--- src/hdl/acsPkg.sv ---
package acsPkg;

    localparam int sampleWidth    = 18;    // Signed sample and table components
    localparam int metricWidth    = 18;    // Unsigned, saturating
    localparam int laneCount      = 8;
    localparam int laneBits       = 3;
    localparam int stateCount     = 128;
    localparam int tableAddrWidth = 7;
    localparam int stepCount      = 16;    // Cycles per stage
    localparam int stepBits       = 4;
    localparam int inPairCount    = 4;
    localparam int symbolWidth    = 4;
    localparam int tbWordWidth    = 64;    // 16 symbols per word
    localparam int tbDepth        = 16;    // Two halves of 8 words
    localparam int tbAddrWidth    = 4;
    localparam int shortDelay     = 2;     // Positive tau
    localparam int longDelay      = 8;     // Negative tau

endpackage

--- src/hdl/tracebackMemory.sv ---
module tracebackMemory import acsPkg::*; (
    input  logic                      clk,
    input  logic                      reset,
    input  logic                      flipPingPong,
    input  logic [tbWordWidth-1:0]    survivorWord,
    input  logic                      survivorWrite,
    input  logic [tableAddrWidth-1:0] winner,
    output logic [symbolWidth-1:0]    detectedBits
);

    logic                   pingPong;
    logic [tbAddrWidth-2:0] writeCount;
    logic [tbWordWidth-1:0] tbMem [tbDepth];
    logic [tbWordWidth-1:0] readWord;

    // Write half, reads use the other one
    always_ff @(posedge clk) begin
        if (reset) begin
            pingPong <= 1'b0;
        end else if (flipPingPong) begin
            pingPong <= ~pingPong;
        end
    end

    always_ff @(posedge clk) begin
        if (reset) begin
            writeCount <= '0;
        end else if (survivorWrite) begin
            writeCount <= writeCount + 1'b1;
        end
    end

    always_ff @(posedge clk) begin
        if (survivorWrite) begin
            tbMem[{pingPong, writeCount}] <= survivorWord;
        end
    end

    assign readWord = tbMem[{~pingPong, winner[tableAddrWidth-1:symbolWidth]}];

    always_ff @(posedge clk) begin
        detectedBits <= readWord[symbolWidth*winner[symbolWidth-1:0] +: symbolWidth];
    end

endmodule

--- config.mk ---
export PLATFORM = sky130hd
export DESIGN_NAME = tracebackMemory
export DESIGN_NICKNAME = d
export VERILOG_FILES = /design/src/hdl/acsPkg.sv /design/src/hdl/tracebackMemory.sv
export SDC_FILE = /design/constraint.sdc
export NUM_CORES = 1
export LEC_CHECK = 0
export ABC_AREA = 1
export BUFFER_PORTS_ARGS = -buffer_cell sky130_fd_sc_hd__buf_2
export CORE_MARGIN = 2
export CORE_UTILIZATION = 56
export DETAILED_ROUTE_END_ITERATION = 8
export PLACE_DENSITY_LB_ADDON = 0.25
export SYNTH_ARGS = -nofsm -noshare
export SYNTH_HDL_FRONTEND = slang
export SYNTH_SLANG_ARGS = --single-unit
--- constraint.sdc ---
create_clock -name clk -period 4.39 [get_ports clk]
set_input_delay 0.878 -clock clk [delete_from_list [all_inputs] [get_ports clk]]
set_output_delay 0.878 -clock clk [all_outputs]
set_load 0.02 [all_outputs]
==> impl_metrics.ini <==
[pwr]
total_power_w = 0.0208
p_leak_nw = 16.2
powerDensity_nw_per_um2 = 453
peakVddDrop_v = 0.000385

[clock_tree]
cts-buffers-inserted = 101
postCtsSetupRepairBufs = 0
cts_hold_buf = 0
clkLatencyLatePin_ns = 0.66
cts.clk_slew.worst_paths_ns = 0.06
ctsResizeCount = 0
cts_buffer_depth = 3
cts_tree = yes
clock_sinks = 1032
clock-root-buffer = clkbuf_16
cts.htree.levels = 3

[routing]
dr.pass1.iters = 6
drt-total-wl_um = 107000
detail_route.vias_per_cell = 6.05
dr.first_iter.drc_count = 3573
wl_per_cell_um = 24.0
vias = 27000
ant_nets = 0
drcViolationCount = 0

[timing]
slew_headroom_pct = 28.3
maxSlewViolCount = 0
timing_hold_violations_final = 0
fin_crit_ns = 2.86
fin_skew_ns = 0.0164
max_freq_mhz = 350
setup_ws_ns = 1.53
rsz0062_at_grt = false
worstMarginPinSlew_ns = 1.08
setup_viol = 0
period_share_pct = 65.1

[synth]
synth_top_family_by_area = simple AND/OR/NAND/NOR gates
synth_compound_area_share_pct = 0.0421
yosys.area.top_type_share_pct = 73.9
ys.warnings.count = 0
syn_area_per_cell_um2 = 12.3
yosysSeqAreaShare_pct = 74.3
synthMuxAreaShare_pct = 0
syn_inst = 3381
yosysTopAreaCell = edfxtp_1
synth-xor-area-share_pct = 0.0421
synth_fp_nets = 3460
syn_area_um2 = 41600
ys_ff_latch = 1032
synth_fa_ha_area_share_pct = 0.120
synth_area_leaders = edfxtp_1 (74%), nand3_1 (12%), nand2_1 (9.9%)
synthDistinctLibCells = 18
synth-simple-area-share_pct = 22.0

[worst_setup_path]
end_kind = flop
crit_arrival_ns = 3.45
worstSetupStartpointType = input port
worstPathMaxFanout = 132
cp.required_ns = 4.98
critPathKind = input port to flop

[global_routing]
grtUsageTotal_pct = 27.9
grt_pass1_wl_um = 161000
grt-ovfl-total = 0
antenna_found_initial = 8
grt_max_degree = 133
grt_pass1_vias = 26400

[placed_design]
port_buffers = 78
place_ws_ns = 0.934
place_congestion = 0.801
hpwl_um = 53300

[die]
die_w_um = 277
pin_count = 79
die-area_um2 = 76500
start_util_pct = 56.8
die_h_um = 277
core_um2 = 73200
rows = 99

[job]
drv_cap = 0

[worst_hold_path]
min_path_type = input port to flop

[finish]
drive_above_1_share_pct = 8.88
synthToLayoutAreaGrowth_pct = 10.4
nets = 3482

[run_status]
status = complete, no violations
final cells by class:
| cell class | count | area, µm² |
|---|---|---|
| flip-flops and latches | 1032 | 30900 |
| fillers | 5356 | 27300 |
| multi-input cells | 2113 | 9330 |
| clock buffers | 126 | 2640 |
| repair buffers | 144 | 1220 |
| well taps | 959 | 1200 |
| clock inverters | 64 | 534 |
| inverters | 11 | 68.8 |
| diodes | 8 | 20.0 |
per-layer routing:
metal  part of all wire [%]  track usage, %
met5                      0               0
met4                    3.0            10.1
met3                    9.2            4.35
met2                     48            46.0
met1                     39            38.1
cell families (layout without fill, tap and decap cells):
logic type | Yosys count | count (layout)
other | 0 | 8
XOR/XNOR | 2 | 2
AND/OR/NAND/NOR | 2104 | 2104
adder cells (fa/ha/maj) | 4 | 4
flip-flops | 1032 | 1032
buffers and inverters | 236 | 345
AO/OA/AOI/OAI | 3 | 3
power breakdown:
part	internal (W)	switching [W]	total (W)	leakage (nW)
clock network	0.00474	0.00361	0.00835	1.56
registers	0.0110	0.0000492	0.0111	9.32
logic	0.000349	0.00103	0.00138	5.34
total	0.0161	0.00469	0.0208	16.2
layout by cell type, fill, tap and decap left out, types with 2 or more instances in the layout:
| cell | Yosys | final |
|---|---|---|
| clkbuf_1 | 23 | 24 |
| edfxtp_1 | 1024 | 1024 |
| inv_1 | 9 | 7 |
| dfxtp_1 | 8 | 7 |
| nand2_1 | 1100 | 1100 |
| a21oi_1 | 2 | 2 |
| nor2_4 | 0 | 16 |
| diode_2 | 0 | 8 |
| nand3_1 | 984 | 984 |
| clkinv_2 | 0 | 26 |
| xnor2_1 | 2 | 2 |
| clkbuf_16 | 0 | 102 |
| bufinv_16 | 0 | 8 |
| ha_1 | 4 | 4 |
| nor2_1 | 20 | 4 |
| buf_4 | 5 | 42 |
| buf_2 | 134 | 75 |
| clkinv_1 | 0 | 21 |
| buf_12 | 0 | 25 |
| clkinvlp_4 | 0 | 4 |
| inv_6 | 1 | 4 |
cells in the mapped netlist, drive strengths merged:
cell,n
a21oi,2
buf,202
clkbuf,23
dfxtp,8
edfxtp,1024
ha,4
inv,11
nand2,1100
nand3,984
nor2,20
o21a,1
xnor2,2
final timing paths:
kind | depth (start not counted) | end | slack (ns) | start
max reg2reg | 4 | tbMem[5][30]$_DFFE_PP_ | 1.74 | pingPong$_SDFFE_PP0P_
max | 13 | detectedBits[1]$_DFF_P_ | 1.53 | winner[4]
min reg2reg | 2 | writeCount[0]$_SDFFE_PP0P_ | 0.59 | writeCount[0]$_SDFFE_PP0P_
min | 2 | pingPong$_SDFFE_PP0P_ | 0.48 | reset
state kept, by name (all words and copies together), names as in the netlist:
signal	cells
tbMem	1024
pingPong	1
detectedBits	4
writeCount	3
stage by stage:
step	cell area, µm²	std cells	setup TNS [ns]	util, %	hold WS (ns)
finish	45900	4457	0	62.7	0.484
CTS	45900	4449	0	62.7	0.463
floorplan	41600	3381	-39.55	-	0.528
global placement	42700	4259	0	58.4	0.547
detailed placement	42700	4259	0	58.4	0.567
global route	45900	4451	0	62.7	0.477
worst max-delay path: stages:
cell,delay [ns]
buf_8,0.21
inv_16,0.50
buf_4,0.57
nand2_1,0.11
nand3_1,0.11
nand3_1,0.08
nand3_1,0.12
nand3_1,0.19
nand2_1,0.17
nand2_1,0.07
nand3_1,0.11
nand3_1,0.13
nand2_1,0.09
Note: power is estimated with default switching activity, not from simulation.
