## src/hdl/acsPkg.sv

```systemverilog
package acsPkg;

    localparam int sampleWidth    = 18;    // Signed sample and table components
    localparam int metricWidth    = 18;    // Unsigned, saturating
    localparam int laneCount      = 8;
    localparam int laneBits       = 3;
    localparam int stateCount     = 128;
    localparam int tableAddrWidth = 7;
    localparam int stepCount      = 16;    // Cycles per stage
    localparam int stepBits       = 4;
    localparam int inPairCount    = 4;
    localparam int symbolWidth    = 4;
    localparam int tbWordWidth    = 64;    // 16 symbols per word
    localparam int tbDepth        = 16;    // Two halves of 8 words
    localparam int tbAddrWidth    = 4;
    localparam int shortDelay     = 2;     // Positive tau
    localparam int longDelay      = 8;     // Negative tau

endpackage

```

## src/hdl/referenceTable.sv

```systemverilog
module referenceTable import acsPkg::*; (
    input  logic                          clk,
    input  logic                          reset,
    input  logic                          startFrame,
    input  logic                          setupValid,
    input  logic signed [sampleWidth-1:0] setupReal,
    input  logic signed [sampleWidth-1:0] setupImag,
    input  logic                          startStage,
    input  logic                          metricInValid,
    output logic signed [sampleWidth-1:0] entryReal [laneCount],
    output logic signed [sampleWidth-1:0] entryImag [laneCount]
);

    logic signed [sampleWidth-1:0] tableReal [stateCount];
    logic signed [sampleWidth-1:0] tableImag [stateCount];
    logic        [tableAddrWidth-1:0] writeAddr;
    logic        [stepBits-1:0]       stepIndex;

    always_ff @(posedge clk) begin
        if (reset || startFrame) begin
            writeAddr <= '0;
        end else if (setupValid) begin
            writeAddr <= writeAddr + 1'b1;
        end
    end

    always_ff @(posedge clk) begin
        if (setupValid) begin
            tableReal[writeAddr] <= setupReal;
            tableImag[writeAddr] <= setupImag;
        end
    end

    // One step counter shared by all lanes
    always_ff @(posedge clk) begin
        if (reset || startStage) begin
            stepIndex <= '0;
        end else if (metricInValid) begin
            stepIndex <= stepIndex + 1'b1;
        end
    end

    // Lane L sees entry 8s+L
    always_comb begin
        for (int l = 0; l < laneCount; l++) begin
            entryReal[l] = tableReal[{stepIndex, laneBits'(l)}];
            entryImag[l] = tableImag[{stepIndex, laneBits'(l)}];
        end
    end

endmodule

```

## config.mk

```make
export PLATFORM = sky130hd
export DESIGN_NAME = referenceTable
export DESIGN_NICKNAME = d
export VERILOG_FILES = /design/src/hdl/acsPkg.sv /design/src/hdl/referenceTable.sv
export SDC_FILE = /design/constraint.sdc
export NUM_CORES = 2
export LEC_CHECK = 0
export BUFFER_PORTS_ARGS = -buffer_cell sky130_fd_sc_hd__buf_4
export CAP_MARGIN = 20
export CORE_MARGIN = 10
export CORE_UTILIZATION = 41
export CTS_CLUSTER_SIZE = 30
export DETAILED_ROUTE_END_ITERATION = 12
export SLEW_MARGIN = 40
export SYNTH_ARGS = -nofsm -noshare
export SYNTH_HDL_FRONTEND = slang
export SYNTH_MEMORY_MAX_BITS = 65536
export SYNTH_SLANG_ARGS = --single-unit
export TNS_END_PERCENT = 50
```

## constraint.sdc

```tcl
create_clock -name clk -period 5.8 [get_ports clk]
set_clock_uncertainty 0.05 [all_clocks]
set_input_delay 1.16 -clock clk [delete_from_list [all_inputs] [get_ports clk]]
set_output_delay 1.16 -clock clk [all_outputs]
set_load 0.02 [all_outputs]
```

==> metrics.yaml <==
grt:
  grt_first_pass_wirelength_mm: 686
  grt_antenna_before_repair: 40
  grt_use_total_pct: 21.3
  grt_pass1_vias: 86200
  grt_max_degree: 129
  grt_overflow: 0
layout:
  nets: 8350
  layout.cells.non_filler: 14300
  utilization_pct: 47.8
  final_cell_area_mm2: 0.201
  areaGrowthSynthToFinish_pct: 16.0
  drive_gt1_share_pct: 29.3
  nFillCells: 33700
placement:
  placed_area_mm2: 0.186
  io_buffers: 329
  gp_congestion: 0.771
  dp_hpwl_mm: 285
  dp_cells: 13500
run_status:
  status: "complete, no violations"
timing:
  max_slew_margin_pct: 34.9
  tightest_slew_ps: 976
  grt_setup_unrepaired: "no"
  post-route-period-util_pct: 93.5
  hold_violations: 0
  slew_viol_final: 0
  fin_setup_tns_ps: 0
  fmax_mhz: 184
  setup_violations: 0
  period_needed_ps: 5430
flow_run:
  cap_violations: 0
detailed_routing:
  wl_per_cell_um: 34.4
  postRouteAntennaNets: 0
  first_pass_iters: 7
  vias: 84800
  wl_mm: 494
  drcViolationCount: 0
  post_drt_via_cell_ratio: 5.91
  drt-initial-drc-count: 11400
pwr:
  power_mw: 67.4
  p_leak_nw: 61.0
  power.density_mw_per_mm2: 335
  vdd_drop_max_mv: 0.290
die:
  die_w_um: 670
  core-area_mm2: 0.421
  io_pins: 330
  dieArea_mm2: 0.449
  rows: 238
  chipHeight_um: 670
  start_util_pct: 41.2
critical_path:
  cp.required_ps: 4590
  cpPeakStageDelay_ps: 880
  worstSetupPathType: "register to primary output"
  slowest_stage: "dfxtp_4"
  critPathLaunchType: "register"
  crit_fanout: 78
  endpoint_kind: "primary output"
  crit_arrival_ps: 4220
  crit_chain: "buf_12 > buf_12 > buf_12 > mux4_2 > a22oi_1 > nand2_1 > buf_4"
  crit_top_cell: "buf_12"
yosys:
  synth_warnings: 0
  ys_types: 28
  syn-cell-area_mm2: 0.173
  synth.avg_cell_area_um2: 23.0
  netlist_instances: 7541
  synth_nets: 7585
  synth-seq-area-share_pct: 80.0
  synth_seq_cells: 4623
clock_network:
  post_cts_buffers: 0
  tritoncts: "built"
  htree_levels: 5
  root_buffer: "clkbuf_16"
  clk_path_buf_depth: 4
  cts_resized: 0
  numCtsBuffers: 449
  clk_pin_slew_ps: 60
  clock_latency_ps: 990
  cts.sinks: 4623
  postCtsHoldBufs: 0
hold_path:
  hold_class: "primary input to register"
[layout make-up]
type,count,area (um2),share of cell area [%]
clock buffer,548,11700,5.83
clock inverter,277,2550,1.27
tap,5640,7060,3.51
antenna,17,42.5,0.0212
multi-input combinational,2497,33800,16.8
timing repair buffer,735,7200,3.58
sequential,4623,139000,69.0
[critical path: cells and delay by family, from the launching register on]
family	cells	cell delay, ps
flip-flops	1	880
buffers and inverters	4	1360
AND/OR/NAND/NOR	1	180
AO/OA/AOI/OAI	1	220
multiplexers	1	350
[state kept, by name, summed over array words and instances (netlist names), named ones only]
register / count
tableReal: 2304
tableImag: 2304
writeAddr: 7
stepIndex: 4
[final timing paths]
kind,from,to,slack [ps],cells after the start
worst max register to register,writeAddr[5]$_SDFFE_PP0P_,tableImag[56][3]$_DFFE_PP_,2400,4
worst max-delay path,register,entryImag[58],370,7
worst min register to register,writeAddr[4]$_SDFFE_PP0P_,writeAddr[4]$_SDFFE_PP0P_,540,2
worst min-delay path,startStage,stepIndex[0]$_SDFFE_PP0P_,340,2
[per-stage QoR]
step / hold WS (ps) / worst slack, ps
2_1_floorplan: 471 / 843
3_3_place_gp: 490 / 1350
3_5_place_dp: 529 / 1370
4_1_cts: 258 / 304
5_1_grt: 303 / 208
6_report: 340 / 374
[kinds of logic after synthesis]
family,Yosys count,synth area share [%]
AO/OA/AOI/OAI,640,2.71
XOR/XNOR,9,0.0455
buffers and inverters,421,1.15
flip-flops,4623,80.0
multiplexers,1282,14.8
adder cells (fa/ha/maj),2,0.0144
AND/OR/NAND/NOR,564,1.33
[metal layers]
metal	vias up	wire length [um]	GRT usage, %
li1	33700	-	-
met1	46300	193000	29.1
met2	4036	244000	35.6
met3	697	39000	3.35
met4	10	16800	6.52
met5	-	66	0
[report_power, final]
part	leakage, nW	internal, mW	switching, mW	total (mW)
clock	6.96	15.9	12.5	28.4
combinational	12.5	0.747	1.48	2.23
sequential	41.6	36.8	0.0179	36.8
total	61.0	53.4	14.0	67.4
[cells in the mapped netlist (all sizes together)]
cell type / instances / share of area, %
dfxtp: 15 / 0.17
and2: 5 / 0.018
and3: 1 / 0.0036
nor2b: 14 / 0.051
mux4: 1024 / 13
nand3: 72 / 0.21
ha: 2 / 0.014
xor2: 7 / 0.035
nand2: 267 / 0.58
nor2: 180 / 0.39
edfxtp: 4608 / 80
nor3b: 2 / 0.0087
xnor2: 2 / 0.010
a22oi: 550 / 2.4
mux2i: 258 / 1.5
or2: 3 / 0.011
nand4: 4 / 0.014
nand2b: 6 / 0.022
clkbuf: 143 / 0.31
buf: 278 / 0.84
o22ai: 90 / 0.32
nor3: 10 / 0.029
[layout by cell type (no fill, tap or decap), types with 5 or more instances in the layout]
master | netlist | final
o22ai_1 | 90 | 90
nor3_1 | 10 | 5
xor2_1 | 7 | 7
nor2_2 | 2 | 6
clkinv_16 | 0 | 11
clkinv_2 | 0 | 85
clkbuf_16 | 0 | 455
dfxtp_1 | 15 | 11
nand2_1 | 267 | 261
buf_12 | 0 | 56
buf_4 | 26 | 594
mux2i_1 | 258 | 258
bufinv_16 | 0 | 33
a22oi_1 | 550 | 550
nand2_2 | 0 | 5
buf_16 | 0 | 33
clkinv_1 | 0 | 114
nand3_1 | 72 | 71
nor2_1 | 178 | 49
clkbuf_1 | 142 | 91
buf_6 | 5 | 23
nor2_4 | 0 | 125
clkinv_4 | 0 | 6
clkinvlp_4 | 0 | 11
inv_6 | 0 | 5
clkinv_8 | 0 | 7
nor3_2 | 0 | 5
buf_8 | 0 | 27
nor2b_4 | 0 | 7
edfxtp_1 | 4608 | 4608
mux4_2 | 1024 | 1024
nor2b_1 | 14 | 7
diode_2 | 0 | 17
No activity file was read; power rests on OpenSTA's default activity.
