**config.mk**
```make
export PLATFORM = sky130hd
export DESIGN_NAME = acsArray
export DESIGN_NICKNAME = d
export VERILOG_FILES = /design/src/hdl/acsPkg.sv /design/src/hdl/acsLane.sv /design/src/hdl/acsArray.sv
export SDC_FILE = /design/constraint.sdc
export NUM_CORES = 2
export LEC_CHECK = 0
export ABC_AREA = 0
export BUFFER_PORTS_ARGS = -buffer_cell sky130_fd_sc_hd__buf_4
export CORE_MARGIN = 5
export CORE_UTILIZATION = 61
export CTS_CLUSTER_SIZE = 40
export DETAILED_ROUTE_END_ITERATION = 16
export GPL_TIMING_DRIVEN = 0
export HOLD_SLACK_MARGIN = 0.06
export PLACE_DENSITY_LB_ADDON = 0.2
export SLEW_MARGIN = 10
export SYNTH_ARGS = -nofsm -noshare
export SYNTH_HDL_FRONTEND = slang
export SYNTH_SLANG_ARGS = --single-unit
```
**constraint.sdc**
```tcl
create_clock -name clk -period 10 [get_ports clk]
set_clock_uncertainty 0.2 [all_clocks]
set_input_delay 1 -clock clk [delete_from_list [all_inputs] [get_ports clk]]
set_output_delay 1 -clock clk [all_outputs]
set_load 0.02 [all_outputs]
```
**src/hdl/acsPkg.sv**
```systemverilog
package acsPkg;

    localparam int sampleWidth    = 18;    // Signed sample and table components
    localparam int metricWidth    = 18;    // Unsigned, saturating
    localparam int laneCount      = 8;
    localparam int laneBits       = 3;
    localparam int stateCount     = 128;
    localparam int tableAddrWidth = 7;
    localparam int stepCount      = 16;    // Cycles per stage
    localparam int stepBits       = 4;
    localparam int inPairCount    = 4;
    localparam int symbolWidth    = 4;
    localparam int tbWordWidth    = 64;    // 16 symbols per word
    localparam int tbDepth        = 16;    // Two halves of 8 words
    localparam int tbAddrWidth    = 4;
    localparam int shortDelay     = 2;     // Positive tau
    localparam int longDelay      = 8;     // Negative tau

endpackage

```
**src/hdl/acsLane.sv**
```systemverilog
module acsLane import acsPkg::*; (
    input  logic                          clk,
    input  logic                          reset,
    input  logic signed [sampleWidth-1:0] sampleReal,
    input  logic signed [sampleWidth-1:0] sampleImag,
    input  logic signed [sampleWidth-1:0] entryReal,
    input  logic signed [sampleWidth-1:0] entryImag,
    input  logic        [metricWidth-1:0] metricIn,
    input  logic                          metricInValid,
    output logic        [metricWidth-1:0] metricOut,
    output logic                          laneValid
);

    logic signed [sampleWidth:0]   diffReal, diffImag;
    logic        [sampleWidth:0]   absReal, absImag;
    logic        [metricWidth+2:0] total;

    // L1 distance as the branch metric
    assign diffReal = sampleReal - entryReal;
    assign diffImag = sampleImag - entryImag;
    assign absReal  = diffReal[sampleWidth] ? -diffReal : diffReal;
    assign absImag  = diffImag[sampleWidth] ? -diffImag : diffImag;
    assign total    = metricIn + absReal + absImag;

    always_ff @(posedge clk) begin
        metricOut <= (|total[metricWidth+2:metricWidth]) ? {metricWidth{1'b1}}  // Saturate
                                                         : total[metricWidth-1:0];
    end

    always_ff @(posedge clk) begin
        if (reset) begin
            laneValid <= 1'b0;
        end else begin
            laneValid <= metricInValid;
        end
    end

endmodule

```
**src/hdl/acsArray.sv**
```systemverilog
module acsArray import acsPkg::*; (
    input  logic                          clk,
    input  logic                          reset,
    input  logic                          positiveTau,
    input  logic                          startBlock,
    input  logic signed [sampleWidth-1:0] sampleReal,
    input  logic signed [sampleWidth-1:0] sampleImag,
    input  logic signed [sampleWidth-1:0] entryReal [laneCount],
    input  logic signed [sampleWidth-1:0] entryImag [laneCount],
    input  logic        [metricWidth-1:0] metricIn [inPairCount],
    input  logic                          metricInValid,
    output logic        [metricWidth-1:0] laneMetric [laneCount],
    output logic                          laneValid
);

    logic signed [sampleWidth-1:0] heldReal, heldImag;
    logic        [metricWidth-1:0] laneIn [laneCount];
    logic        [laneCount-1:0]   validVec;

    // Sample held for the whole block
    always_ff @(posedge clk) begin
        if (startBlock) begin
            heldReal <= sampleReal;
            heldImag <= sampleImag;
        end
    end

    for (genvar g = 0; g < laneCount; g++) begin : gLane
        localparam logic [laneBits-1:0] idx = laneBits'(g);

        // Input 2*b2 + (positiveTau ? b0 : b1)
        assign laneIn[g] = metricIn[{idx[2], positiveTau ? idx[0] : idx[1]}];

        acsLane lane (
            .clk          (clk),
            .reset        (reset),
            .sampleReal   (heldReal),
            .sampleImag   (heldImag),
            .entryReal    (entryReal[g]),
            .entryImag    (entryImag[g]),
            .metricIn     (laneIn[g]),
            .metricInValid(metricInValid),
            .metricOut    (laneMetric[g]),
            .laneValid    (validVec[g])
        );
    end

    assign laneValid = validVec[0];    // All lanes run in lockstep

endmodule

```
==> impl_metrics.env <==
export IMPL_status="finished clean"
export IMPL_power_density_mw_per_mm2=334
export IMPL_grt_setup_unrepaired="no"
export IMPL_ctsHoldBuffers=0
export IMPL_fin_area_sq_mm=0.0448
export IMPL_hold_viol_final=0
export IMPL_ys_seq_area_share_pct=10.2
export IMPL_numClockSinks=181
export IMPL_io_pins=546
export IMPL_synthSimpleGateAreaFrac_pct=20.0
export IMPL_cp_slowest_stage_delay_ns=0.62
export IMPL_first_iter_violations=4672
export IMPL_gr_usage_all_layers_pct=37.6
export IMPL_busiest_layer="met2"
export IMPL_worstSetupStartpointType="flip-flop"
export IMPL_die_w_um=263
export IMPL_yosys_cell_types_count=96
export IMPL_reg2reg_depth=32
export IMPL_clk_latency_ns=0.51
export IMPL_tns_ns=0
export IMPL_syn_avg_cell_area_sq_um=7.43
export IMPL_grtUsageMet3_pct=6.64
export IMPL_drive_above_1_share_pct=13.1
export IMPL_synth_top_family_by_area="compound AO/OA/AOI/OAI gates"
export IMPL_synth_compound_area_share_pct=25.1
export IMPL_clock_tree_root_cell="clkbuf_16"
export IMPL_synth_edf_count=36
export IMPL_hold_start="reset"
export IMPL_htree_levels=4
export IMPL_port_buffers=544
export IMPL_drc=0
export IMPL_antenna_found_initial=4
export IMPL_gp_congestion=1.02
export IMPL_cp_max_fo=10
export IMPL_total_power_mw=15.0
export IMPL_drt_pass1_iter_count=8
export IMPL_synth_mux_area_share_pct=2.66
export IMPL_clockBufferDepth=2
export IMPL_post_route_period_util_pct=94.8
export IMPL_final_cell_mix="604 x ha_1, 548 x buf_4, 519 x inv_1"
export IMPL_coreArea_sq_mm=0.0632
export IMPL_cp_depth=32
export IMPL_cp_arrival_ns=9.66
export IMPL_fin_nets=6848
export IMPL_synth_net_count=6281
export IMPL_clkTransAtPathRegs_ns=0.09
export IMPL_syn2layout_area_growth_pct=14.9
export IMPL_path_common_cell="a21o_1"
export IMPL_syn_area_sq_mm=0.0390
export IMPL_grt_max_degree=37
export IMPL_synth_seq_cells=181
export IMPL_synth_adder_area_share_pct=21.0
export IMPL_crit_required_ns=10.18
export IMPL_drv_cap=0
export IMPL_die_area_sq_mm=0.0691
export IMPL_crit_start="heldReal[1]$_DFFE_PP_"
export IMPL_end_kind="flip-flop"
export IMPL_async_reset_ff_share_pct=0
export IMPL_wl_um=140000
export IMPL_synth_main_ff_cell="dfxtp_1"
export IMPL_slew_headroom_pct=24.9
export IMPL_layout_commonest_cell="ha_1"
export IMPL_tightest_slew_ns=1.11
export IMPL_drv_slew=0
export IMPL_vias=41300
export IMPL_cp_buffers_inverters=2
export IMPL_hpwl_um=116000
export IMPL_rows=92
export IMPL_tritoncts="done"
export IMPL_grt_use_met1_pct=54.3
export IMPL_setup_violations=0
export IMPL_r2r_start="heldReal[1]$_DFFE_PP_"
export IMPL_clock_fmax_mhz=105
export IMPL_drtAntennaViolNets=0
export IMPL_min_path_type="primary input to flip-flop"
export IMPL_period_needed_ns=9.48
export IMPL_dieHeight_um=263
export IMPL_critPathSlowestCell="a21oi_1"
export IMPL_numCtsBuffers=17
export IMPL_use_met2_pct=56.3
export IMPL_p_leak_nw=21.2
export IMPL_ir_drop_uv=237
export IMPL_start_util_pct=61.7
export IMPL_routedWlPerCell_um=20.9
export IMPL_holdPathStages=2
export IMPL_overflow=0
export IMPL_synth_xor_area_share_pct=15.2
export IMPL_placed_area_sq_mm=0.0442
export IMPL_yosys_warnings=0
export IMPL_grt_pass1_vias=36600
export IMPL_syn_inst=5244
export IMPL_critical_path_top_delay_family="compound AO/OA/AOI/OAI gates"
export IMPL_vias_per_cell=6.19
export IMPL_critPathKind="flip-flop to flip-flop"
export IMPL_grt_pass1_wl_um=207000
==> cells in the mapped netlist (all sizes together) (16+ instances only) <==
library cell  count  area, sq um
nor3            174          871
o21a            110          826
o21ai           289         1450
nand2b           94          588
or3              54          338
a211o            18          158
a31oi            61          388
dfxtp           145         2900
and3             40          250
nand2           354         1330
a21oi           397         1990
mux2i            16          160
o31a             21          184
a2111oi          19          188
xnor2           447         3920
and2             37          234
a211oi           58          440
nor2b            97          607
mux2             78          878
a21o            149         1120
clkbuf           59          221
o21bai           49          368
o31ai            59          448
xor2            230         2010
inv             520         1950
or2              43          269
ha              604         7560
edfxtp           36         1080
a21boi           27          203
nand4            23          144
o211ai           44          330
nor4             24          156
fa               32          641
nand3           100          546
or4              18          143
nor2            451         1690
==> through the flow <==
stage | hold WS (ns) | utilization, % | worst slack, ns | cells
2_1_floorplan | 0.779 | - | 2.11 | 5244
3_3_place_gp | 0.961 | 69.8 | 0.164 | 6634
3_5_place_dp | 0.960 | 69.9 | 0.112 | 6635
4_1_cts | 0.410 | 70.8 | 0.0841 | 6667
5_1_grt | 0.422 | 70.9 | 0.0247 | 6671
6_report | 0.430 | 70.9 | 0.521 | 6671
==> power breakdown <==
group          switching [mW]  internal, mW  total (mW)
clock network           0.402         0.340       0.742
logic                    7.73          5.25        13.0
registers               0.175          1.06        1.24
==> final timing paths <==
kind / end / slack [ns]
worst min-delay path: gLane[0].lane.laneValid$_SDFF_PP0_ / 0.43
worst min register to register: gLane[6].lane.metricOut[0]$_SDFF_PP1_ / 1.29
worst max-delay path: gLane[6].lane.metricOut[8]$_SDFF_PP1_ / 0.52
worst max register to register: gLane[6].lane.metricOut[8]$_SDFF_PP1_ / 0.52
==> layer usage <==
layer	vias to the layer above	wire length, um
met2	2030	57800
met1	19000	61200
met5	-	13
li1	19900	-
met4	2	5930
met3	287	14700
==> state kept, by name, summed over array words and instances (netlist names) <==
signal                flops
gLane.lane.metricOut    144
heldImag                 18
heldReal                 18
gLane.lane.laneValid      1
==> worst reg2reg max path: cells and delay by family (launching register included) <==
kind | cells | cell delay [ns]
compound gates | 18 | 4.66
simple gates | 7 | 1.17
xor+xnor | 2 | 0.56
flops | 1 | 0.61
buf+inv | 2 | 0.88
fa+ha+maj | 3 | 1.30
==> what timing repair did <==
item,CTS,global route
endpoints found under the setup margin,0,78
buffers inserted,0,3
gates resized for setup,0,5
==> cells by family after synthesis <==
kind of cell,count (synthesis)
AO/OA/AOI/OAI,1485
XOR/XNOR,677
adder cells (fa/ha/maj),636
buffers and inverters,592
flip-flops,181
multiplexers,94
AND/OR/NAND/NOR,1579
==> cell type report <==
cell class / instances / area (sq um)
multi-input cells: 4471 / 32800
fillers: 5414 / 18400
repair buffers: 548 / 4130
flip-flops and latches: 181 / 3980
inverters: 520 / 1960
well taps: 846 / 1060
clock buffers: 17 / 425
plain buffers: 72 / 307
clock inverters: 15 / 179
diodes: 1 / 2.50
Power figures use the tool's default switching activity.
