<file path="src/hdl/acsPkg.sv">
package acsPkg;

    localparam int sampleWidth    = 18;    // Signed sample and table components
    localparam int metricWidth    = 18;    // Unsigned, saturating
    localparam int laneCount      = 8;
    localparam int laneBits       = 3;
    localparam int stateCount     = 128;
    localparam int tableAddrWidth = 7;
    localparam int stepCount      = 16;    // Cycles per stage
    localparam int stepBits       = 4;
    localparam int inPairCount    = 4;
    localparam int symbolWidth    = 4;
    localparam int tbWordWidth    = 64;    // 16 symbols per word
    localparam int tbDepth        = 16;    // Two halves of 8 words
    localparam int tbAddrWidth    = 4;
    localparam int shortDelay     = 2;     // Positive tau
    localparam int longDelay      = 8;     // Negative tau

endpackage

</file>
<file path="src/hdl/pathSelect.sv">
module pathSelect import acsPkg::*; (
    input  logic                   clk,
    input  logic                   reset,
    input  logic                   positiveTau,
    input  logic [metricWidth-1:0] laneMetric [laneCount],
    input  logic                   laneValid,
    output logic [metricWidth-1:0] metricOut [laneCount],
    output logic                   metricOutValid,
    output logic [tbWordWidth-1:0] survivorWord,
    output logic                   survivorWrite,
    output logic                   startNextStage
);

    logic [metricWidth-1:0] delayLine [laneCount][longDelay];
    logic [metricWidth-1:0] path0 [laneCount];
    logic [metricWidth-1:0] selected [laneCount];
    logic [symbolWidth-1:0] survivorIndex [laneCount];
    logic [laneCount-1:0]   decision;
    logic [longDelay-1:0]   validSr;
    logic                   delayedValid;
    logic [stepBits-1:0]    windowCount;
    logic                   inWindow;
    logic                   compareCycle;

    // Metric history, tapped at 2 or 8 cycles
    always_ff @(posedge clk) begin
        for (int l = 0; l < laneCount; l++) begin
            delayLine[l][0] <= laneMetric[l];
            for (int t = 1; t < longDelay; t++) begin
                delayLine[l][t] <= delayLine[l][t-1];
            end
        end
    end

    always_ff @(posedge clk) begin
        if (reset) begin
            validSr <= '0;
        end else begin
            validSr <= {validSr[longDelay-2:0], laneValid};
        end
    end

    assign delayedValid = positiveTau ? validSr[shortDelay-1] : validSr[longDelay-1];

    always_ff @(posedge clk) begin
        if (reset) begin
            windowCount <= '0;
        end else if (!delayedValid) begin
            windowCount <= '0;
        end else begin
            windowCount <= windowCount + 1'b1;
        end
    end

    // Half of the delayed steps are compared
    assign inWindow = positiveTau ? !windowCount[1]
                                  : (windowCount < stepBits'(stepCount / 2));
    assign compareCycle   = delayedValid && inWindow;
    assign survivorWrite  = compareCycle;
    assign startNextStage = compareCycle && (windowCount == '0);

    always_comb begin
        survivorWord = '0;
        for (int l = 0; l < laneCount; l++) begin
            path0[l]    = positiveTau ? delayLine[l][shortDelay-1] : delayLine[l][longDelay-1];
            decision[l] = laneMetric[l] < path0[l];    // Ties keep path0
            selected[l] = decision[l] ? laneMetric[l] : path0[l];
            if (positiveTau) begin
                survivorIndex[l] = {windowCount[3:2], decision[l], windowCount[0]};
                survivorWord[symbolWidth*(2*l) +: symbolWidth]   = survivorIndex[l];
                survivorWord[symbolWidth*(2*l+1) +: symbolWidth] = survivorIndex[l];
            end else begin
                survivorIndex[l] = {decision[l], windowCount[2:0]};
                survivorWord[symbolWidth*l +: symbolWidth]       = survivorIndex[l];
                survivorWord[symbolWidth*(l+8) +: symbolWidth]   = survivorIndex[l];
            end
        end
    end

    always_ff @(posedge clk) begin
        for (int l = 0; l < laneCount; l++) begin
            metricOut[l] <= selected[l];
        end
    end

    always_ff @(posedge clk) begin
        if (reset) begin
            metricOutValid <= 1'b0;
        end else begin
            metricOutValid <= compareCycle;
        end
    end

endmodule

</file>
<file path="config.mk">
export PLATFORM = sky130hd
export DESIGN_NAME = pathSelect
export DESIGN_NICKNAME = d
export VERILOG_FILES = /design/src/hdl/acsPkg.sv /design/src/hdl/pathSelect.sv
export SDC_FILE = /design/constraint.sdc
export NUM_CORES = 1
export LEC_CHECK = 0
export BUFFER_PORTS_ARGS = -buffer_cell sky130_fd_sc_hd__buf_2
export CORE_MARGIN = 2
export CORE_UTILIZATION = 56
export CTS_CLUSTER_SIZE = 14
export DETAILED_ROUTE_END_ITERATION = 10
export HOLD_SLACK_MARGIN = 0.12
export PLACE_DENSITY = 0.83
export SLEW_MARGIN = 20
export SYNTH_ARGS = -nofsm -noshare
export SYNTH_HDL_FRONTEND = slang
export SYNTH_SLANG_ARGS = --single-unit
</file>
<file path="constraint.sdc">
create_clock -name clk -period 3.41 [get_ports clk]
set_clock_uncertainty 0.05 [all_clocks]
set_input_delay 0.1705 -clock clk [delete_from_list [all_inputs] [get_ports clk]]
set_output_delay 0.1705 -clock clk [all_outputs]
set_load 0.02 [all_outputs]
</file>
==> results of run 1 <==
metal layers:
metal	vias to the layer above	global-route usage [%]	part of all wire, %
met1	8793	26.64	40
li1	8578	-	-
met3	247	5.050	5.2
met4	6	11.69	4.4
met2	709	39.59	50
met5	-	0	0.057
cell families (layout without fill, tap and decap cells):
| family | Yosys count | count (layout) |
|---|---|---|
| mux | 272 | 272 |
| fa+ha+maj | 138 | 138 |
| compound gates | 145 | 145 |
| buf+inv | 203 | 970 |
| xor+xnor | 2 | 2 |
| other cells | 0 | 3 |
| simple gates | 129 | 129 |
| flops | 1309 | 1309 |
synthesized netlist by cell type, drive strengths merged (6+ instances only):
library cell | n | share of area [%]
ha | 138 | 5.2
dfxtp | 1309 | 79
nor2 | 55 | 0.69
a21oi | 68 | 1.0
nand4 | 17 | 0.32
a211oi | 9 | 0.20
clkbuf | 9 | 0.10
o21ai | 25 | 0.38
nor3 | 6 | 0.090
mux2i | 256 | 7.7
o211ai | 8 | 0.20
nand2 | 22 | 0.25
mux2 | 16 | 0.58
nor2b | 22 | 0.41
inv | 123 | 1.4
buf | 71 | 1.6
a21o | 11 | 0.25
timing repair:
| action | in CTS | in global routing |
|---|---|---|
| hold buffers | 261 | 1 |
| setup buffers | 0 | 4 |
| pin swaps | 0 | 2 |
| resized for setup | 5 | 17 |
| setup endpoints to repair | 6 | 22 |
| endpoints found under the hold margin | 301 | 1 |
per-stage QoR:
stage | hold WS [ps] | util, % | instances | setup TNS [ps] | cell area [sq um]
floorplan | 148.2 | - | 2198 | 0 | 33260
global placement | 249.9 | 60.61 | 3278 | 0 | 35710
detailed placement | 251.1 | 60.61 | 3278 | 0 | 35710
CTS | 120.4 | 71.50 | 3733 | 0 | 42120
global route | 121.4 | 71.70 | 3741 | -247.0 | 42240
finish | 149.9 | 71.70 | 3741 | 0 | 42240
area by class of cell:
class                   count  area [sq um]  area share [%]
diodes                      3         7.507         0.01777
well taps                 773         967.2           2.290
inverters                 123         461.7           1.093
multi-input cells         686          6093           14.43
flip-flops and latches   1309         26210           62.04
clock inverters            29         491.7           1.164
repair buffers            653          4717           11.17
clock buffers             165          3296           7.802
final timing paths:
path                           from                end  cells after the start
setup reg to reg  delayLine[4][111]      metricOut[54]                      9
hold reg to reg    delayLine[1][84]   delayLine[1][66]                      0
hold / removal       laneMetric[65]  delayLine[4][137]                      2
setup / recovery  delayLine[2][121]   survivorWord[17]                      9
power groups by stage:
stage	sequential (mW)	clock (mW)	combinational [mW]
after floorplan	17.1	0	0.972
after global placement	16.9	0	1.92
after detailed placement	16.9	0	1.99
after CTS	16.6	13.0	2.27
after global routing	16.7	13.7	2.56
final	16.6	12.9	2.42
state kept, by name (all words and copies together), names as in the netlist:
name	count
delayLine	1152
metricOut	144
validSr	8
windowCount	4
metricOutValid	1
==> results_dict.tcl, run 1 <==
set metrics [dict create \
    clkTransAtPathRegs_ps 70 \
    io_buffers 358 \
    numCtsBuffers 114 \
    htreeDepth 3 \
    place_ws_ps 202.2 \
    drtIter0Drc 866 \
    ys_seq_elements 1309 \
    dieArea_sq_um 61360 \
    synthAdderAreaFrac_pct 5.191 \
    start_util_pct 56.46 \
    p_switching_mw 7.226 \
    clkLatencyLatePin_ps 660 \
    p_int_mw 24.73 \
    io_pins 359 \
    drc 0 \
    setup_ws_ps 28.97 \
    powerDensity_nw_per_um2 756.6 \
    critPathArrivalTime_ps 3160 \
    critPathRequiredTime_ps 3190 \
    maxCapViolations 0 \
    synth.area.mux_share_pct 8.280 \
    slew-limit-headroom_pct 37.69 \
    cts_tree "yes" \
    synth-compound-area-share_pct 2.682 \
    cts_sinks 1309 \
    vias_per_cell 4.901 \
    drive_above_1_share_pct 19.93 \
    hp-class "input port to flop" \
    syn_area_per_cell_sq_um 15.13 \
    synthToLayoutAreaGrowth_pct 27.00 \
    die_w_um 247.7 \
    cp.buffers_inverters 1 \
    fillerInstances 3405 \
    worst_slew_pin_slew_ps 932.3 \
    core_area_sq_um 58910 \
    die_h_um 247.7 \
    drt-total-wl_um 71720 \
    vias 18330 \
    routedWlPerCell_um 19.17 \
    nets 3173 \
    yosysUniqueCellTypes 38 \
    syn_area_sq_um 33260 \
    fin_crit_ps 3381 \
    final_cell_mix "1309 x dfxtp_1, 357 x buf_2, 261 x dlygate4sd3_1" \
    p_comb_share_pct 7.6 \
    synth-xor-area-share_pct 0.05267 \
    grt_pass1_wl_um 107700 \
    track_usage_pct 22.85 \
    period_share_pct 99.15 \
    startpoint_type "flop" \
    path_class "flop to output pin" \
    final_common_cell "dfxtp_1" \
    firstDrtPassIters 5 \
    power_mw 31.96 \
    synth_simple_gate_area_share_pct 1.881 \
    power_leakage_nw 19.49 \
    irDropWorstVdd_v 0.0005728 \
    setup_viol 0 \
    grt_max_degree 33 \
    num_rows 89 \
    yosys_warnings 0 \
    grt_pass1_vias 19630 \
    cp-end-kind "output pin" \
    grt-ovfl-total 0 \
    dp_hpwl_um 38470 \
    synth_nets 2484 \
    cp_slowest_cell "a211o_2" \
    path_delay_family "compound AO/OA/AOI/OAI gates" \
    p_clk_share_pct 40.4 \
    reg2reg_setup_slack_ps 540 \
    hold_viol 0 \
    status "finished clean" \
    final_max_slew_viol_count 0 \
    cts_max_path_buffers 3 \
    synth_edf_count 0 \
    ys_seq_area_share_pct 78.79 \
    gp_congestion 0.8656 \
    async_flop_share_pct 0 \
    root_buffer "clkbuf_16" \
    max_freq_mhz 295.8 \
    netlist_instances 2198 \
    cp_cell_sequence "mux2i_1 -> ha_1 -> nand2_1 -> nor2_1 -> a211oi_1 -> o21ai_0 -> a211o_2 -> o21bai_1 -> buf_2" \
    power_frac_seq_pct 52.0 \
    antenna_found_initial 6 \
    cp_max_fo 6 \
    ant_nets 0 \
    synth_top_family_by_area "multiplexers" \
    ys.flop_type "dfxtp_1" \
    max_stage_delay_ps 450 \
    switching_share_pct 22.61 \
]
Note: power is estimated with default switching activity, not from simulation.
==> run 2: changes to the inputs <==
--- a/config.mk
+++ b/config.mk
@@ -10,7 +10,6 @@
 export CORE_UTILIZATION = 56
 export CTS_CLUSTER_SIZE = 14
 export DETAILED_ROUTE_END_ITERATION = 10
-export HOLD_SLACK_MARGIN = 0.12
 export PLACE_DENSITY = 0.83
 export SLEW_MARGIN = 20
 export SYNTH_ARGS = -nofsm -noshare
==> constraint.sdc (replaced) <==
create_clock -name clk -period 3.3 [get_ports clk]
set_clock_uncertainty 0.05 [all_clocks]
set_input_delay 0.165 -clock clk [delete_from_list [all_inputs] [get_ports clk]]
set_output_delay 0.165 -clock clk [all_outputs]
set_load 0.02 [all_outputs]
==> run 2 against run 1 <==
  * Sequential cell count unchanged
  * Register-to-register slack better by 50 ps
  * Non-clock buffer count down 108
==> results_dict.tcl, run 2 (synthesis results as in run 1) <==
set metrics [dict create \
    status "finished clean" \
    p_comb_share_pct 7.2 \
    start_util_pct 56.46 \
    power_leakage_nw 18.98 \
    startpoint_type "flop" \
    routedWlPerCell_um 17.93 \
    cp-endpoint "survivorWord[23]" \
    path_class "flop to output pin" \
    worst_slew_pin_slew_ps 954.8 \
    r2r-end "metricOut[54]" \
    dieArea_sq_um 61360 \
    root_buffer "clkbuf_16" \
    wl_met3_um 3344 \
    numCtsBuffers 114 \
    track_usage_pct 20.95 \
    htreeDepth 3 \
    grt_max_degree 49 \
    met2_wirelength_um 32380 \
    irDropWorstVdd_v 0.0005685 \
    setup_viol 0 \
    io_pins 359 \
    reg_top3 "delayLine: 1152 flops, metricOut: 144 flops, validSr: 8 flops" \
    fin_util_pct 69.74 \
    reg2reg_setup_slack_ps 590 \
    top_register "delayLine" \
    cts_max_path_buffers 3 \
    fillerInstances 3554 \
    switching_share_pct 22.34 \
    dp_hpwl_um 38290 \
    nets 3065 \
    die_h_um 247.7 \
    hold_ws_ps 80.47 \
    grt-ovfl-total 0 \
    largest_reg_flops 1152 \
    finalSetupTns_ps 0 \
    vias 17280 \
    ant_nets 0 \
    synthToLayoutAreaGrowth_pct 23.52 \
    firstDrtPassIters 5 \
    power_mw 32.35 \
    clkLatencyLatePin_ps 650 \
    power_frac_seq_pct 53.0 \
    grt_pass1_wl_um 99330 \
    powerDensity_nw_per_um2 787.6 \
    maxCapViolations 0 \
    critPathRequiredTime_ps 3080 \
    highest_layer "met4" \
    rr_worst_depth 9 \
    final_cell_mix "1308 x dfxtp_1, 353 x buf_2, 253 x mux2i_1" \
    cts_tree "yes" \
    crit_start "delayLine[5][109]" \
    final_cell_area_sq_um 41080 \
    drt-total-wl_um 65080 \
    fin_crit_ps 3225 \
    drc 0 \
    r2r-start "delayLine[4][111]" \
    vias_per_cell 4.761 \
    p_int_mw 25.13 \
    hold_viol 0 \
    hp-class "input port to flop" \
    gp_congestion 0.8541 \
    antenna_found_initial 3 \
    core_area_sq_um 58910 \
    num_rows 89 \
    final_max_slew_viol_count 0 \
    io_buffers 358 \
    p_switching_mw 7.227 \
    clkTransAtPathRegs_ps 60 \
    max_freq_mhz 310.1 \
    slew-limit-headroom_pct 36.19 \
    place_area_sq_um 35700 \
    die_w_um 247.7 \
    cp-end-kind "output pin" \
    cts_sinks 1309 \
    rsz0062_at_grt "yes" \
    critPathArrivalTime_ps 3010 \
    wl_met1_um 27020 \
    p_clk_share_pct 39.7 \
    cp_max_fo 8 \
    period_share_pct 97.71 \
    final_common_cell "dfxtp_1" \
    grt_pass1_vias 18690 \
    drtIter0Drc 746 \
    drive_above_1_share_pct 20.72 \
]
==> run 2: cell type report <==
type | count | area, sq um | area share, %
Antenna cell | 4 | 10.01 | 0.02436
Clock buffer | 162 | 3274 | 7.970
Clock inverter | 28 | 360.3 | 0.8771
Inverter | 123 | 461.7 | 1.124
Multi-Input combinational cell | 686 | 6108 | 14.87
Sequential cell | 1309 | 26210 | 63.79
Tap cell | 773 | 967.2 | 2.354
Timing Repair Buffer | 545 | 3694 | 8.991
==> run 2: repair_timing <==
item                                    CTS  global route
pin swaps                                 1             3
endpoints found under the hold margin   301             0
gates resized for setup                   7            27
hold buffers                            155             0
buffers inserted                          1             6
endpoints found under the setup margin   10            18
==> run 2: metal layers <==
metal | global-route usage [%] | vias up
met5 | 0 | -
met2 | 36.26 | 469
met4 | 9.141 | 0
met3 | 5.266 | 155
li1 | - | 8371
met1 | 24.67 | 8286
==> run 2: worst min-delay path by stage <==
stage	endpoint	slack (ps)	startpoint	cells after the start
2_1_floorplan	delayLine[0][126]	140	laneMetric[126]	0
3_3_place_gp	delayLine[0][135]	250	laneMetric[135]	1
3_5_place_dp	delayLine[1][141]	250	laneMetric[123]	1
4_1_cts	metricOut[90]	9	positiveTau	3
5_1_grt	metricOut[90]	40	positiveTau	3
6_report	metricOut[90]	80	positiveTau	3
==> run 2: power by group through the flow <==
| stage | sequential, mW | combinational, mW | clock, mW |
|---|---|---|---|
| 2_1_floorplan | 17.7 | 1.00 | 0 |
| 3_3_place_gp | 17.4 | 1.99 | 0 |
| 3_5_place_dp | 17.5 | 2.05 | 0 |
| 4_1_cts | 17.2 | 2.25 | 13.0 |
| 5_1_grt | 17.2 | 2.51 | 13.8 |
| 6_report | 17.2 | 2.34 | 12.9 |
==> run 2: per-stage QoR <==
stage,setup WS (ps),instances
floorplan,56.46,2198
global route,-84.96,3628
global placement,189.5,3274
detailed placement,170.8,3274
finish,75.45,3630
CTS,1.799,3620
==> run 2: worst max-delay path: stages (launching register included) <==
cell and delay [ps]:
dfxtp_2 330, mux2i_2 190, ha_1 270, o211ai_1 200, a21oi_1 80, a211oi_2 270, o311ai_2 140, a211o_1 370
buf_12 170, o21ai_4 170, buf_6 150
==> run 3: changes to the inputs <==
--- a/config.mk
+++ b/config.mk
@@ -10,7 +10,8 @@
 export CORE_UTILIZATION = 56
 export CTS_CLUSTER_SIZE = 14
 export DETAILED_ROUTE_END_ITERATION = 10
-export PLACE_DENSITY = 0.83
+export HOLD_SLACK_MARGIN = 0.02
+export PLACE_DENSITY = 0.8
 export SLEW_MARGIN = 20
 export SYNTH_ARGS = -nofsm -noshare
 export SYNTH_HDL_FRONTEND = slang
==> run 3 against run 2 <==
  * Combinational power about the same
  * Critical path depth is 1 lower
  * Die area stayed put
  * Via count up 0.12%
  * Maximum frequency rose by 0.82%
  * Count of clock-buffer cells in the layout fell by 7
  * Routed wire length decreased by 1.9%
  * Critical endpoint is now survivorWord[19]
  * Core utilization increased by 0.29 points
  * Final cell count increased by 0.11%
  * Highest routed layer is now met5
  * Setup slack better by 26 ps
  * Register-to-register slack lost 100 ps
==> results_dict.tcl, run 3 (synthesis results as in run 1) <==
set metrics [dict create \
    status "finished clean" \
    ant_nets 0 \
    htreeDepth 3 \
    slew-limit-headroom_pct 44.88 \
    cts_max_path_buffers 3 \
    regArea_sq_um 26210 \
    die_h_um 247.7 \
    drive_above_1_share_pct 21.37 \
    irDropWorstVdd_v 0.0006597 \
    power_leakage_nw 19.06 \
    multi_input_area_sq_um 6188 \
    numCtsBuffers 115 \
    powerDensity_nw_per_um2 786.3 \
    place_ws_ps 90.83 \
    critPathArrivalTime_ps 2980 \
    fillerInstances 3636 \
    crit_start "delayLine[4][111]" \
    grt_use_met3_pct 4.498 \
    groute.layer.met2.usage_pct 35.65 \
    r2r-start "delayLine[5][111]" \
    start_util_pct 56.46 \
    gp_congestion 0.8700 \
    drt-total-wl_um 63850 \
    setup_ws_ps 101.7 \
    place_area_sq_um 35730 \
    grt_pass1_wl_um 98340 \
    vias_per_cell 4.761 \
    setup_viol 0 \
    dp_hpwl_um 38170 \
    top_usage_layer "met2" \
    top_register "delayLine" \
    firstDrtPassIters 5 \
    period_share_pct 96.92 \
    reg_top3 "delayLine: 1152 flops, metricOut: 144 flops, validSr: 8 flops" \
    grt-ovfl-total 0 \
    max_freq_mhz 312.7 \
    cp-end-kind "output pin" \
    rr_worst_depth 10 \
    fin_crit_ps 3198 \
    dieArea_sq_um 61360 \
    final_cell_mix "1309 x dfxtp_1, 345 x buf_2, 245 x mux2i_1" \
    drtIter0Drc 592 \
    antenna_found_initial 4 \
    finalSetupTns_ps 0 \
    final_max_slew_viol_count 0 \
    drc 0 \
    startpoint_type "flop" \
    worst_slew_pin_slew_ps 824.8 \
    met1_usage_pct 24.69 \
    routedWlPerCell_um 17.57 \
    num_rows 89 \
    cts_tree "yes" \
    hp-class "input port to flop" \
    path_class "flop to output pin" \
    io_pins 359 \
    nets 3072 \
    maxCapViolations 0 \
    final_cell_area_sq_um 41250 \
    track_usage_pct 20.55 \
    critPathRequiredTime_ps 3080 \
    cp_max_fo 4 \
    grt_pass1_vias 18690 \
    core_area_sq_um 58910 \
    grt_max_degree 34 \
    cts_sinks 1309 \
    min-delay-start "positiveTau" \
    io_buffers 358 \
    clkTransAtPathRegs_ps 70 \
    final_common_cell "dfxtp_1" \
    root_buffer "clkbuf_16" \
    clkLatencyLatePin_ps 650 \
    vias 17300 \
    synthToLayoutAreaGrowth_pct 24.04 \
    largest_reg_flops 1152 \
    die_w_um 247.7 \
    hold_depth 3 \
    hold_viol 0 \
]
## run 3: final timing paths
path	slack (ps)	end
worst max-delay path	100	survivorWord[19]
worst min register to register	260	delayLine[7][121]
worst max register to register	490	metricOut[49]
worst min-delay path	100	metricOut[107]
## run 3: cell type report
class | instances | area share [%]
tap | 773 | 2.344
timing repair buffer | 551 | 9.062
clock inverter | 35 | 1.092
multi-input combinational | 686 | 15.00
sequential | 1309 | 63.52
inverter | 123 | 1.119
clock buffer | 155 | 7.849
antenna | 2 | 0.01213
## run 3: critical path: stages, from the launching register on
cell and delay [ps]:
dfxtp_1 330, mux2i_2 240, ha_1 320, o211ai_1 110, a21oi_1 80, a211oi_2 220
o311ai_2 170, a211o_2 470, o21ai_1 200, buf_4 190
## run 3: routing by layer
metal | part of all wire (%) | vias up
met2 | 50 | 444
li1 | - | 8369
met1 | 42 | 8319
met4 | 3.4 | 4
met3 | 4.5 | 166
met5 | 0.042 | -
## run 3: per-stage QoR
stage,total power [mW],utilization (%),instances,hold slack [ps]
6_report,32.44,70.03,3634,99.63
5_1_grt,33.56,70.03,3633,74.55
4_1_cts,32.59,69.71,3629,43.39
3_5_place_dp,19.52,60.65,3279,250.5
3_3_place_gp,19.42,60.65,3279,249.0
2_1_floorplan,18.68,-,2198,142.7
## run 3: report_power, final
group          switching [mW]  leakage, nW  internal (mW)
combinational            1.38         6.20          0.969
sequential              0.326         11.0           16.8
clock                    5.54         1.81           7.41
total                    7.24         19.1           25.2
## run 3: timing repair
item	CTS	global route
hold endpoints to repair	301	0
endpoints found under the setup margin	12	20
setup buffers	2	3
hold buffers	158	0
cloned	0	0
pin swaps	3	8
gates resized for setup	10	44
